<file path="config.mk">
export PLATFORM = sky130hd
export DESIGN_NAME = liic_csr
export DESIGN_NICKNAME = d
export VERILOG_FILES = /design/src/common/liic_csr_pkg.sv /design/src/liic_csr/liic_event_counter.sv /design/src/liic_csr/liic_csr_events.sv /design/src/liic_csr/liic_csr_readback.sv /design/src/liic_csr/liic_csr.sv
export SDC_FILE = /design/constraint.sdc
export NUM_CORES = 1
export LEC_CHECK = 0
export BUFFER_PORTS_ARGS = -buffer_cell sky130_fd_sc_hd__buf_2
export CORE_ASPECT_RATIO = 0.5
export CORE_MARGIN = 3
export CORE_UTILIZATION = 45
export DETAILED_ROUTE_END_ITERATION = 10
export SLEW_MARGIN = 20
export SYNTH_ARGS = -nofsm -noshare
export SYNTH_HDL_FRONTEND = slang
export SYNTH_SLANG_ARGS = --single-unit
</file>
<file path="constraint.sdc">
create_clock -name rst -period 3.7 [get_ports rst]
set_input_delay 0.185 -clock rst [delete_from_list [all_inputs] [get_ports rst]]
set_output_delay 0.185 -clock rst [all_outputs]
set_load 0.05 [all_outputs]
</file>
<file path="src/common/liic_csr_pkg.sv">
`default_nettype none

package liic_csr_pkg;

    // Data path and timing
    localparam int unsigned CS_WIDTH     = 8;       // Register data and counter width
    localparam int unsigned CLK_FREQ     = 8000;    // Hz, kept low for short simulations
    localparam int unsigned MS_CYCLES    = (CLK_FREQ > 1000) ? CLK_FREQ / 1000 : 1;
    localparam int unsigned NUM_COUNTERS = 13;

    typedef logic [3:0]              cs_addr_t;
    typedef logic [CS_WIDTH-1:0]     cs_data_t;
    typedef logic [NUM_COUNTERS-1:0] cnt_vec_t;    // One bit per counter

    // Register map
    localparam cs_addr_t RESERVED_REG       = 4'h0;    // Always reads zero
    localparam cs_addr_t LINK_STATUS_REG    = 4'h1;
    localparam cs_addr_t LINK_ESTABLISH_CNT = 4'h2;
    localparam cs_addr_t LINK_DURATION_CNT  = 4'h3;    // Read only
    localparam cs_addr_t HPI_RCVD_CNT       = 4'h4;
    localparam cs_addr_t HPI_LOST_CNT       = 4'h5;
    localparam cs_addr_t HPO_SENT_CNT       = 4'h6;
    localparam cs_addr_t HPO_LOST_CNT       = 4'h7;
    localparam cs_addr_t LPI_RCVD_CNT       = 4'h8;
    localparam cs_addr_t LPI_LOST_CNT       = 4'h9;
    localparam cs_addr_t LPO_SENT_CNT       = 4'hA;
    localparam cs_addr_t LPO_LOST_CNT       = 4'hB;
    localparam cs_addr_t MM_STATUS_REG      = 4'hC;
    localparam cs_addr_t MM_BUSYTIMEOUT_CNT = 4'hD;
    localparam cs_addr_t MM_RVALTIMEOUT_CNT = 4'hE;
    localparam cs_addr_t MM_ODDRVAL_CNT     = 4'hF;

    // Counter indices
    localparam int unsigned CNT_LINK_ESTABLISH = 0;
    localparam int unsigned CNT_LINK_DURATION  = 1;
    localparam int unsigned CNT_HPI_RCVD       = 2;
    localparam int unsigned CNT_HPI_LOST       = 3;
    localparam int unsigned CNT_HPO_SENT       = 4;
    localparam int unsigned CNT_HPO_LOST       = 5;
    localparam int unsigned CNT_LPI_RCVD       = 6;
    localparam int unsigned CNT_LPI_LOST       = 7;
    localparam int unsigned CNT_LPO_SENT       = 8;
    localparam int unsigned CNT_LPO_LOST       = 9;
    localparam int unsigned CNT_MM_BUSYTIMEOUT = 10;
    localparam int unsigned CNT_MM_RVALTIMEOUT = 11;
    localparam int unsigned CNT_MM_ODDRVAL     = 12;

    // Counters from EV_OFFSET upwards are fed straight by event strobes
    localparam int unsigned EV_OFFSET   = CNT_HPI_RCVD;
    localparam int unsigned NUM_STROBES = NUM_COUNTERS - EV_OFFSET;

    // Counter index to register address
    localparam cs_addr_t CNT_ADDR [NUM_COUNTERS] = '{
        LINK_ESTABLISH_CNT,
        LINK_DURATION_CNT,
        HPI_RCVD_CNT,
        HPI_LOST_CNT,
        HPO_SENT_CNT,
        HPO_LOST_CNT,
        LPI_RCVD_CNT,
        LPI_LOST_CNT,
        LPO_SENT_CNT,
        LPO_LOST_CNT,
        MM_BUSYTIMEOUT_CNT,
        MM_RVALTIMEOUT_CNT,
        MM_ODDRVAL_CNT
    };

    // Status bit positions
    localparam int unsigned LINKUP_BIT         = 0;    // In LINK_STATUS_REG
    localparam int unsigned MM_BUSYTIMEOUT_BIT = 0;    // In MM_STATUS_REG
    localparam int unsigned MM_RVALTIMEOUT_BIT = 1;
    localparam int unsigned MM_ODDRVAL_BIT     = 2;

endpackage : liic_csr_pkg

`default_nettype wire

</file>
<file path="src/liic_csr/liic_event_counter.sv">
`timescale 1ns/100ps
`default_nettype none

module liic_event_counter
    import liic_csr_pkg::*;
(
    input  wire logic     rst,          // Clock
    input  wire logic     clk,          // Async reset, active high

    input  wire logic     inc,
    input  wire logic     load,
    input  wire logic     clr,
    input  wire cs_data_t load_value,

    output cs_data_t      value
);

    // Priority is clear, then load, then increment
    always_ff @(posedge rst, posedge clk) begin
        if (clk) begin
            value <= '0;
        end else if (clr) begin
            value <= '0;
        end else if (load) begin
            value <= load_value;
        end else if (inc) begin
            value <= value + 1'b1;    // Wraps at CS_WIDTH
        end
    end

endmodule : liic_event_counter

`default_nettype wire

</file>
<file path="src/liic_csr/liic_csr_events.sv">
`timescale 1ns/100ps
`default_nettype none

module liic_csr_events
    import liic_csr_pkg::*;
(
    input  wire logic                   rst,        // Clock
    input  wire logic                   clk,        // Async reset, active high

    input  wire logic                   ll_linkup,
    input  wire logic [NUM_STROBES-1:0] ev,         // Data and bridge strobes

    input  wire cs_addr_t               cs_addr,
    input  wire logic                   cs_wreq,

    output cnt_vec_t                    cnt_inc,
    output cnt_vec_t                    cnt_load,
    output cnt_vec_t                    cnt_clr
);

    logic linkup_dly;
    logic linkup_rise;
    logic ms_strobe;

    // Delayed copy for edge detection
    always_ff @(posedge rst, posedge clk) begin
        if (clk)
            linkup_dly <= 1'b0;
        else
            linkup_dly <= ll_linkup;
    end

    assign linkup_rise = ll_linkup & ~linkup_dly;

    // Millisecond timer
    generate
        if (MS_CYCLES > 1) begin : g_ms_timer
            localparam int unsigned MS_CNT_W = $clog2(MS_CYCLES);

            logic [MS_CNT_W-1:0] ms_cnt;
            logic                ms_q;

            always_ff @(posedge rst, posedge clk) begin
                if (clk) begin
                    ms_cnt <= '0;
                    ms_q   <= 1'b0;
                end else begin
                    if (ms_cnt == MS_CNT_W'(MS_CYCLES - 1))
                        ms_cnt <= '0;
                    else
                        ms_cnt <= ms_cnt + 1'b1;
                    ms_q <= (ms_cnt == MS_CNT_W'(MS_CYCLES - 1));    // One pulse per period
                end
            end

            assign ms_strobe = ms_q;
        end else begin : g_ms_every_cycle
            // Clock at or below 1 kHz, every cycle is a millisecond or more
            assign ms_strobe = 1'b1;
        end
    endgenerate

    // Increment sources
    always_comb begin
        cnt_inc                               = '0;
        cnt_inc[CNT_LINK_ESTABLISH]           = linkup_rise;
        cnt_inc[CNT_LINK_DURATION]            = ms_strobe;    // Held at zero by clear when down
        cnt_inc[NUM_COUNTERS-1:EV_OFFSET]     = ev;
    end

    // Write decode, one load strobe per counter
    always_comb begin
        for (int k = 0; k < NUM_COUNTERS; k++) begin
            cnt_load[k] = cs_wreq & (cs_addr == CNT_ADDR[k]);
        end
        cnt_load[CNT_LINK_DURATION] = 1'b0;    // Duration is read only
    end

    // Duration restarts whenever the link drops
    always_comb begin
        cnt_clr                    = '0;
        cnt_clr[CNT_LINK_DURATION] = ~ll_linkup;
    end

endmodule : liic_csr_events

`default_nettype wire

</file>
<file path="src/liic_csr/liic_csr_readback.sv">
`timescale 1ns/100ps
`default_nettype none

module liic_csr_readback
    import liic_csr_pkg::*;
(
    input  wire logic     rst,          // Clock
    input  wire logic     clk,          // Async reset, active high

    // Monitored levels and strobes
    input  wire logic     ll_linkup,
    input  wire logic     mm_busy_timeout,
    input  wire logic     mm_rval_timeout,
    input  wire logic     mm_rval_is_odd,

    // Counter values, indexed by counter number
    input  wire cs_data_t cnt_value [NUM_COUNTERS],

    // Register port
    input  wire cs_addr_t cs_addr,
    input  wire logic     cs_wreq,
    input  wire cs_data_t cs_wdat,
    input  wire logic     cs_rreq,
    output cs_data_t      cs_rdat,
    output logic          cs_rval
);

    logic     status_wr;
    logic     busy_flag;
    logic     rval_flag;
    logic     odd_flag;
    cs_data_t rd_next;

    assign status_wr = cs_wreq & (cs_addr == MM_STATUS_REG);

    // Sticky bridge flags, a status write overrides any strobe
    always_ff @(posedge rst, posedge clk) begin
        if (clk) begin
            busy_flag <= 1'b0;
            rval_flag <= 1'b0;
            odd_flag  <= 1'b0;
        end else if (status_wr) begin
            busy_flag <= cs_wdat[MM_BUSYTIMEOUT_BIT];
            rval_flag <= cs_wdat[MM_RVALTIMEOUT_BIT];
            odd_flag  <= cs_wdat[MM_ODDRVAL_BIT];
        end else begin
            busy_flag <= busy_flag | mm_busy_timeout;
            rval_flag <= rval_flag | mm_rval_timeout;
            odd_flag  <= odd_flag | mm_rval_is_odd;
        end
    end

    // Read select
    always_comb begin
        rd_next = '0;
        case (cs_addr)
            RESERVED_REG: begin
                rd_next = '0;
            end
            LINK_STATUS_REG: begin
                rd_next[LINKUP_BIT] = ll_linkup;    // Live level, not latched
            end
            MM_STATUS_REG: begin
                rd_next[MM_BUSYTIMEOUT_BIT] = busy_flag;
                rd_next[MM_RVALTIMEOUT_BIT] = rval_flag;
                rd_next[MM_ODDRVAL_BIT]     = odd_flag;
            end
            default: begin
                // Remaining addresses all belong to counters
                for (int k = 0; k < NUM_COUNTERS; k++) begin
                    if (cs_addr == CNT_ADDR[k])
                        rd_next = cnt_value[k];
                end
            end
        endcase
    end

    // Read data is sampled every cycle, valid follows the request by one
    always_ff @(posedge rst, posedge clk) begin
        if (clk) begin
            cs_rdat <= '0;
            cs_rval <= 1'b0;
        end else begin
            cs_rdat <= rd_next;
            cs_rval <= cs_rreq;
        end
    end

endmodule : liic_csr_readback

`default_nettype wire

</file>
<file path="src/liic_csr/liic_csr.sv">
`timescale 1ns/100ps
`default_nettype none

module liic_csr
    import liic_csr_pkg::*;
(
    input  wire logic     rst,              // Clock
    input  wire logic     clk,              // Async reset, active high

    // Link layer
    input  wire logic     ll_linkup,
    input  wire logic     ll_hpi_rcvd,
    input  wire logic     ll_hpi_lost,
    input  wire logic     ll_hpo_sent,
    input  wire logic     ll_hpo_lost,
    input  wire logic     ll_lpi_rcvd,
    input  wire logic     ll_lpi_lost,
    input  wire logic     ll_lpo_sent,
    input  wire logic     ll_lpo_lost,

    // Bridge
    input  wire logic     mm_busy_timeout,
    input  wire logic     mm_rval_timeout,
    input  wire logic     mm_rval_is_odd,

    // Register port
    input  wire cs_addr_t cs_addr,
    input  wire logic     cs_wreq,
    input  wire cs_data_t cs_wdat,
    input  wire logic     cs_rreq,
    output cs_data_t      cs_rdat,
    output logic          cs_rval
);

    logic [NUM_STROBES-1:0] ev;
    cnt_vec_t               cnt_inc;
    cnt_vec_t               cnt_load;
    cnt_vec_t               cnt_clr;
    cs_data_t               cnt_value [NUM_COUNTERS];

    // Strobes in counter order
    assign ev[CNT_HPI_RCVD - EV_OFFSET]       = ll_hpi_rcvd;
    assign ev[CNT_HPI_LOST - EV_OFFSET]       = ll_hpi_lost;
    assign ev[CNT_HPO_SENT - EV_OFFSET]       = ll_hpo_sent;
    assign ev[CNT_HPO_LOST - EV_OFFSET]       = ll_hpo_lost;
    assign ev[CNT_LPI_RCVD - EV_OFFSET]       = ll_lpi_rcvd;
    assign ev[CNT_LPI_LOST - EV_OFFSET]       = ll_lpi_lost;
    assign ev[CNT_LPO_SENT - EV_OFFSET]       = ll_lpo_sent;
    assign ev[CNT_LPO_LOST - EV_OFFSET]       = ll_lpo_lost;
    assign ev[CNT_MM_BUSYTIMEOUT - EV_OFFSET] = mm_busy_timeout;
    assign ev[CNT_MM_RVALTIMEOUT - EV_OFFSET] = mm_rval_timeout;
    assign ev[CNT_MM_ODDRVAL - EV_OFFSET]     = mm_rval_is_odd;

    liic_csr_events u_events (
        .rst       (rst),
        .clk       (clk),
        .ll_linkup (ll_linkup),
        .ev        (ev),
        .cs_addr   (cs_addr),
        .cs_wreq   (cs_wreq),
        .cnt_inc   (cnt_inc),
        .cnt_load  (cnt_load),
        .cnt_clr   (cnt_clr)
    );

    generate
        for (genvar k = 0; k < NUM_COUNTERS; k++) begin : g_cnt
            liic_event_counter u_cnt (
                .rst        (rst),
                .clk        (clk),
                .inc        (cnt_inc[k]),
                .load       (cnt_load[k]),
                .clr        (cnt_clr[k]),
                .load_value (cs_wdat),
                .value      (cnt_value[k])
            );
        end
    endgenerate

    liic_csr_readback u_readback (
        .rst             (rst),
        .clk             (clk),
        .ll_linkup       (ll_linkup),
        .mm_busy_timeout (mm_busy_timeout),
        .mm_rval_timeout (mm_rval_timeout),
        .mm_rval_is_odd  (mm_rval_is_odd),
        .cnt_value       (cnt_value),
        .cs_addr         (cs_addr),
        .cs_wreq         (cs_wreq),
        .cs_wdat         (cs_wdat),
        .cs_rreq         (cs_rreq),
        .cs_rdat         (cs_rdat),
        .cs_rval         (cs_rval)
    );

endmodule : liic_csr

`default_nettype wire

</file>
==> metrics.txt, run 1 <==
status completed; hpwl dp 13980 µm; Hold EP u_readback.busy_flag; worst slew pin tran 995.8 ps; Mapped Nets 840; Largest stage delay, worst path 700 ps; vias in the first global route 5390; # diodes 0; Tmin final 2198 ps; clk sinks 121; Reg2Reg Depth 4; hold_sp mm_busy_timeout; Tot Pwr 6192 µW; kind of critical path in2reg; H-tree levels 4; Worst Path Required 3980 ps; routed wire length per instance 20.19 µm; CP arrival 2470 ps; Post-synth EDFFs 0; clock root buffer master clkbuf_16; Die W 184.2 µm; first-pass GRT wire length 32330 µm; hold crit path type in2reg; DRC viols 0; final worst path period share 59.41%; Initial DRC Count 827; sequential element share of the synthesized area 42.40%; leakage 0.003270 µW; critical path's slowest cell nor2b_1; Synth Flop Type dfrtp_1; Max IR drop VDD 0.3562 mV; vias post-DR 5937; area delta synth->final 12.74%; Ys Warns 0; DRT Pass-1 Iters 6; total core area 14970 µm²; count of final hold-check violations 0; vias per cell 5.809; Ports 37; post-synthesis register bit count 121; initial antenna violation count 0; cell row count 31; reg2reg setup slack 2060 ps; commonest non-fill, non-tap cells in the layout 121 x dfrtp_1, 105 x nand2_1, 97 x nor2_1, 71 x a21oi_1, 56 x o21ai_0; ys async rst share 100.0%; WL final 20640 µm; P per Cell Area 769.1 nW/µm²; Initial Util 47.70%; Final nets 854; number of max-cap violations 0; number of hold buffers added after cts 3; Slew Viols, Final 0; mapped cell area 7142 µm²; Skew-Pair Late Insertion Delay 420 ps; Sequential Area 3028 µm²; worst path cell trace buf_2 -> nor2b_1 -> nand3_1 -> nor2_1 -> a21oi_1; DRT antenna net count 0; hold_ws 102.0 ps; Worst setup SP type input port; Fmax 0.4549 GHz; clk slew on worst S/H paths 60 ps; Clock Skew 8.946 ps; unrepaired setup endpoints after global routing no; Multi-input gate area 3825 µm²; CTS buffer count 17; RR Startpoint g_cnt[7].u_cnt.value[6]; Vert. Die Dim 95.08 µm; Final setup viols 0; Synth area leaders dfrtp_1 42%, xor2_1 6.1%, nand2_1 5.5%; CP Max Fanout 42; setup TNS 0 ps; Setup Buffers After CTS 0; Crit Reg-Reg Endpoint u_readback.cs_rdat[6]; clock buffer depth 2; CTS tree built; gpl congestion 0.9210; Rel. slew slack 33.37%; share of the synthesized area in the top cell type 42.40%; area leader, netlist dfrtp_1; critical path capture point type register; Port-buffer cells 36; Worst Hold Depth 3; pin count of the biggest net entering global routing 69; Overflow after GRT 0; global-route usage over all layers 24.81%; die area 17510 µm²; share of cells above drive strength 1 11.29%; commonest non-fill, non-tap cell in the layout dfrtp_1; syn_area_per_cell 8.961 µm²; Cells after Synth 797; Unique masters post-synth 56; number of fill cells 1333; Resize count post-CTS 0
==> stage by stage <==
stage          setup WS, ps  cells  cell area [µm²]  utilization [%]
4_1_cts                1630   1022             8051            53.78
5_1_grt                1372   1022             8051            53.78
2_1_floorplan         300.8    797             7142                -
6_report               1502   1022             8051            53.78
3_3_place_gp           1282    987             7360            49.16
3_5_place_dp           1187    987             7360            49.16
==> how the worst max path moves through the flow <==
stage	endpoint	start	depth (start not counted)
final	g_cnt[3].u_cnt.value[7]	cs_addr[0]	5
after global routing	g_cnt[3].u_cnt.value[0]	cs_addr[0]	5
after CTS	g_cnt[3].u_cnt.value[7]	cs_addr[0]	5
after detailed placement	g_cnt[3].u_cnt.value[7]	cs_addr[0]	5
after global placement	g_cnt[3].u_cnt.value[2]	cs_addr[0]	5
after floorplan	g_cnt[0].u_cnt.value[0]	clk	1
==> layer usage <==
metal,track usage [%],share of wire (%)
met2,33.03,40
met4,4.903,0.95
met5,0,0
met1,39.78,50
met3,6.441,9.0
==> where the power goes <==
| group | switching [µW] | leakage [µW] | total, µW | internal, µW |
|---|---|---|---|---|
| registers | 742 | 0.00144 | 2620 | 1880 |
| clock network | 657 | 0.000318 | 1880 | 1220 |
| logic | 876 | 0.00151 | 1690 | 817 |
==> registers in the layout (all words and copies together), names as in the netlist <==
name and cells:
g_cnt.u_cnt.value 104, u_events.g_ms_timer.ms_cnt 3, u_events.g_ms_timer.ms_q 1, u_events.linkup_dly 1
u_readback.busy_flag 1, u_readback.cs_rdat 8, u_readback.cs_rval 1, u_readback.odd_flag 1
u_readback.rval_flag 1
==> worst max-delay path, delay by kind of cell <==
kind | cells | cell delay, ps
AOI/OAI and AO/OA | 1 | 70
buffers and inverters | 1 | 670
and+or+nand+nor | 3 | 1520
==> kinds of logic (layout without fill, tap and decap cells) <==
kind of cell    after synthesis  count (layout)  synth area share [%]
buf+inv                      56              83                 4.047
flops                       121             121                 42.40
compound gates              175             175                 14.26
fa+ha+maj                    15              15                 2.628
mux                          42              42                 6.605
xor+xnor                     91              91                 11.16
simple gates                297             297                 18.90
==> synth_stat cells (all sizes together) (11+ instances only) <==
cell / count
dfrtp: 121
nand2: 105
nor2: 98
a21oi: 71
o21ai: 58
xor2: 50
xnor2: 41
buf: 31
nand4: 30
mux2i: 28
nand3: 19
clkbuf: 18
ha: 15
mux2: 11
==> layout make-up <==
class / count / share of cell area (%)
Timing Repair Buffer: 44 / 3.232
Multi-Input combinational cell: 620 / 47.51
Clock buffer: 19 / 5.501
Tap cell: 198 / 3.077
Clock inverter: 13 / 2.720
Inverter: 7 / 0.3574
Sequential cell: 121 / 37.61
(Power assumes the default switching activity.)
==> run 2: changes to the inputs <==
- clock period: 3.7 -> 1.8 ns (I/O delays scaled with it)
==> metrics.txt, run 2 (synthesis results as in run 1) <==
status completed (unchanged); largest registers g_cnt.u_cnt.value: 104 flops, u_readback.cs_rdat: 8 flops, u_events.g_ms_timer.ms_cnt: 3 flops (unchanged); max FFs per register 104 (unchanged); Crit Reg-Reg Endpoint u_readback.cs_rdat[0] (was u_readback.cs_rdat[6]); count of final hold-check violations 0 (unchanged); vias in the first global route 5806 (was 5390); Final setup viols 0 (unchanged); critical path capture point type register (unchanged); DRC viols 0 (unchanged); vias post-DR 6025 (was 5937); hpwl dp 14920 µm (was 13980 µm); Largest stage delay, worst path 450 ps (was 700 ps); die area 17510 µm² (unchanged); Hold EP u_readback.busy_flag (unchanged); routed wire length per instance 19.85 µm (was 20.19 µm); final worst path period share 94.97%; hold_ws 19.77 ps (was 102.0 ps); clk sinks 121 (unchanged); clock root buffer master clkbuf_16 (unchanged); hold crit path type in2reg (unchanged); Initial Util 47.70% (unchanged); total core area 14970 µm² (unchanged); gpl congestion 0.9526 (was 0.9210); Slew Viols, Final 0 (unchanged); CP arrival 1990 ps (was 2470 ps); Worst setup SP type register (was input port); Worst Path Required 2080 ps (was 3980 ps); worst slew pin tran 827.2 ps (was 995.8 ps); hold_sp mm_busy_timeout (unchanged); global-route usage over all layers 25.72% (was 24.81%); Resize count post-CTS 0 (unchanged); commonest non-fill, non-tap cells in the layout 121 x dfrtp_1, 105 x nand2_1, 97 x nor2_1, 71 x a21oi_1, 56 x o21ai_0 (unchanged); Reg2Reg Depth 4 (unchanged); leakage 0.003432 µW (was 0.003270 µW); number of max-cap violations 0 (unchanged); Ports 37 (unchanged); Skew-Pair Late Insertion Delay 420 ps (about the same); reg2reg setup slack 90 ps (was 2060 ps); final core occ 55.65% (was 53.78%); Fmax 0.5850 GHz; share of cells above drive strength 1 14.77% (was 11.29%); Initial DRC Count 564 (was 827); cell row count 31 (unchanged); Largest Register g_cnt.u_cnt.value (unchanged); CTS tree built (unchanged); # diodes 0 (unchanged); Overflow after GRT 0 (unchanged); Port-buffer cells 36 (unchanged); CP Max Fanout 4 (was 42); P per Cell Area 1519 nW/µm² (was 769.1 nW/µm²); Vert. Die Dim 95.08 µm (unchanged); Setup Buffers After CTS 0 (unchanged); Final nets 890 (was 854); clock buffer depth 2 (unchanged); DRT antenna net count 0 (unchanged); RR Startpoint g_cnt[8].u_cnt.value[0] (was g_cnt[7].u_cnt.value[6]); DRT Pass-1 Iters 5 (was 6); H-tree levels 4 (unchanged); Rel. slew slack 44.65% (was 33.37%); Die W 184.2 µm (unchanged); worst path cell trace mux2i_1 -> o221ai_1 -> a222oi_1 -> o21ai_0 (was buf_2 -> nor2b_1 -> nand3_1 -> nor2_1 -> a21oi_1); Worst Hold Depth 3 (unchanged); area delta synth->final 16.66% (was 12.74%); WL final 21010 µm (was 20640 µm); Max IR drop VDD 0.6684 mV (was 0.3562 mV); pin count of the biggest net entering global routing 70 (was 69); clk slew on worst S/H paths 60 ps (about the same); vias per cell 5.695 (was 5.809); CTS buffer count 17 (unchanged); unrepaired setup endpoints after global routing no (unchanged); initial antenna violation count 0 (unchanged); critical path's slowest cell a222oi_1 (was nor2b_1); first-pass GRT wire length 33660 µm (was 32330 µm); Clock Skew 10.68 ps (was 8.946 ps); Tot Pwr 12650 µW (was 6192 µW); Tmin final 1709 ps; commonest non-fill, non-tap cell in the layout dfrtp_1 (unchanged); kind of critical path reg2reg (was in2reg)
[run 2: worst max-delay path by stage]
stage	start	end
after global placement	cs_addr[0]	u_readback.cs_rdat[0]
after global routing	g_cnt[8].u_cnt.value[0]	u_readback.cs_rdat[0]
after CTS	g_cnt[8].u_cnt.value[0]	u_readback.cs_rdat[0]
after floorplan	clk	g_cnt[0].u_cnt.value[0]
final	g_cnt[8].u_cnt.value[0]	u_readback.cs_rdat[0]
after detailed placement	cs_addr[0]	u_readback.cs_rdat[0]
[run 2: stage by stage]
step	setup WS, ps	setup TNS [ps]	instances	area, µm²
4_1_cts	147.3	0	1058	8332
2_1_floorplan	226.7	0	797	7146
3_3_place_gp	-95.68	-95.68	1022	7661
3_5_place_dp	-28.26	-28.26	1022	7661
6_report	90.58	0	1058	8332
5_1_grt	16.78	0	1058	8332
[run 2: area by class of cell]
| type | count | area [µm²] |
|---|---|---|
| inverters | 7 | 30.03 |
| fillers | 1369 | 6640 |
| multi-input cells | 620 | 3825 |
| clock buffers | 21 | 460.4 |
| well taps | 198 | 247.7 |
| clock inverters | 11 | 170.2 |
| flip-flops and latches | 121 | 3028 |
| repair buffers | 80 | 570.5 |
[run 2: report_power, final]
| part | switching (µW) | internal (µW) | total [µW] |
|---|---|---|---|
| registers | 1530 | 3860 | 5390 |
| clock network | 1270 | 2390 | 3650 |
| logic | 1850 | 1760 | 3610 |
[run 2: what timing repair did]
item	in CTS	in global routing
hold buffers	4	0
setup endpoints to repair	0	0
hold endpoints to repair	124	0
[run 2: layer usage]
layer | wire length, µm | track usage [%] | vias to the layer above
met4 | 161 | 4.840 | 0
met2 | 8209 | 34.26 | 210
met3 | 1807 | 7.088 | 15
met1 | 10830 | 41.00 | 2912
met5 | 0 | 0 | -
li1 | - | - | 2888
[run 2: worst max-delay path: cells and delay by family, from the launching register on]
family	cells	cell delay, ps
AO/OA/AOI/OAI	3	770
flip-flops	1	420
multiplexers	1	390
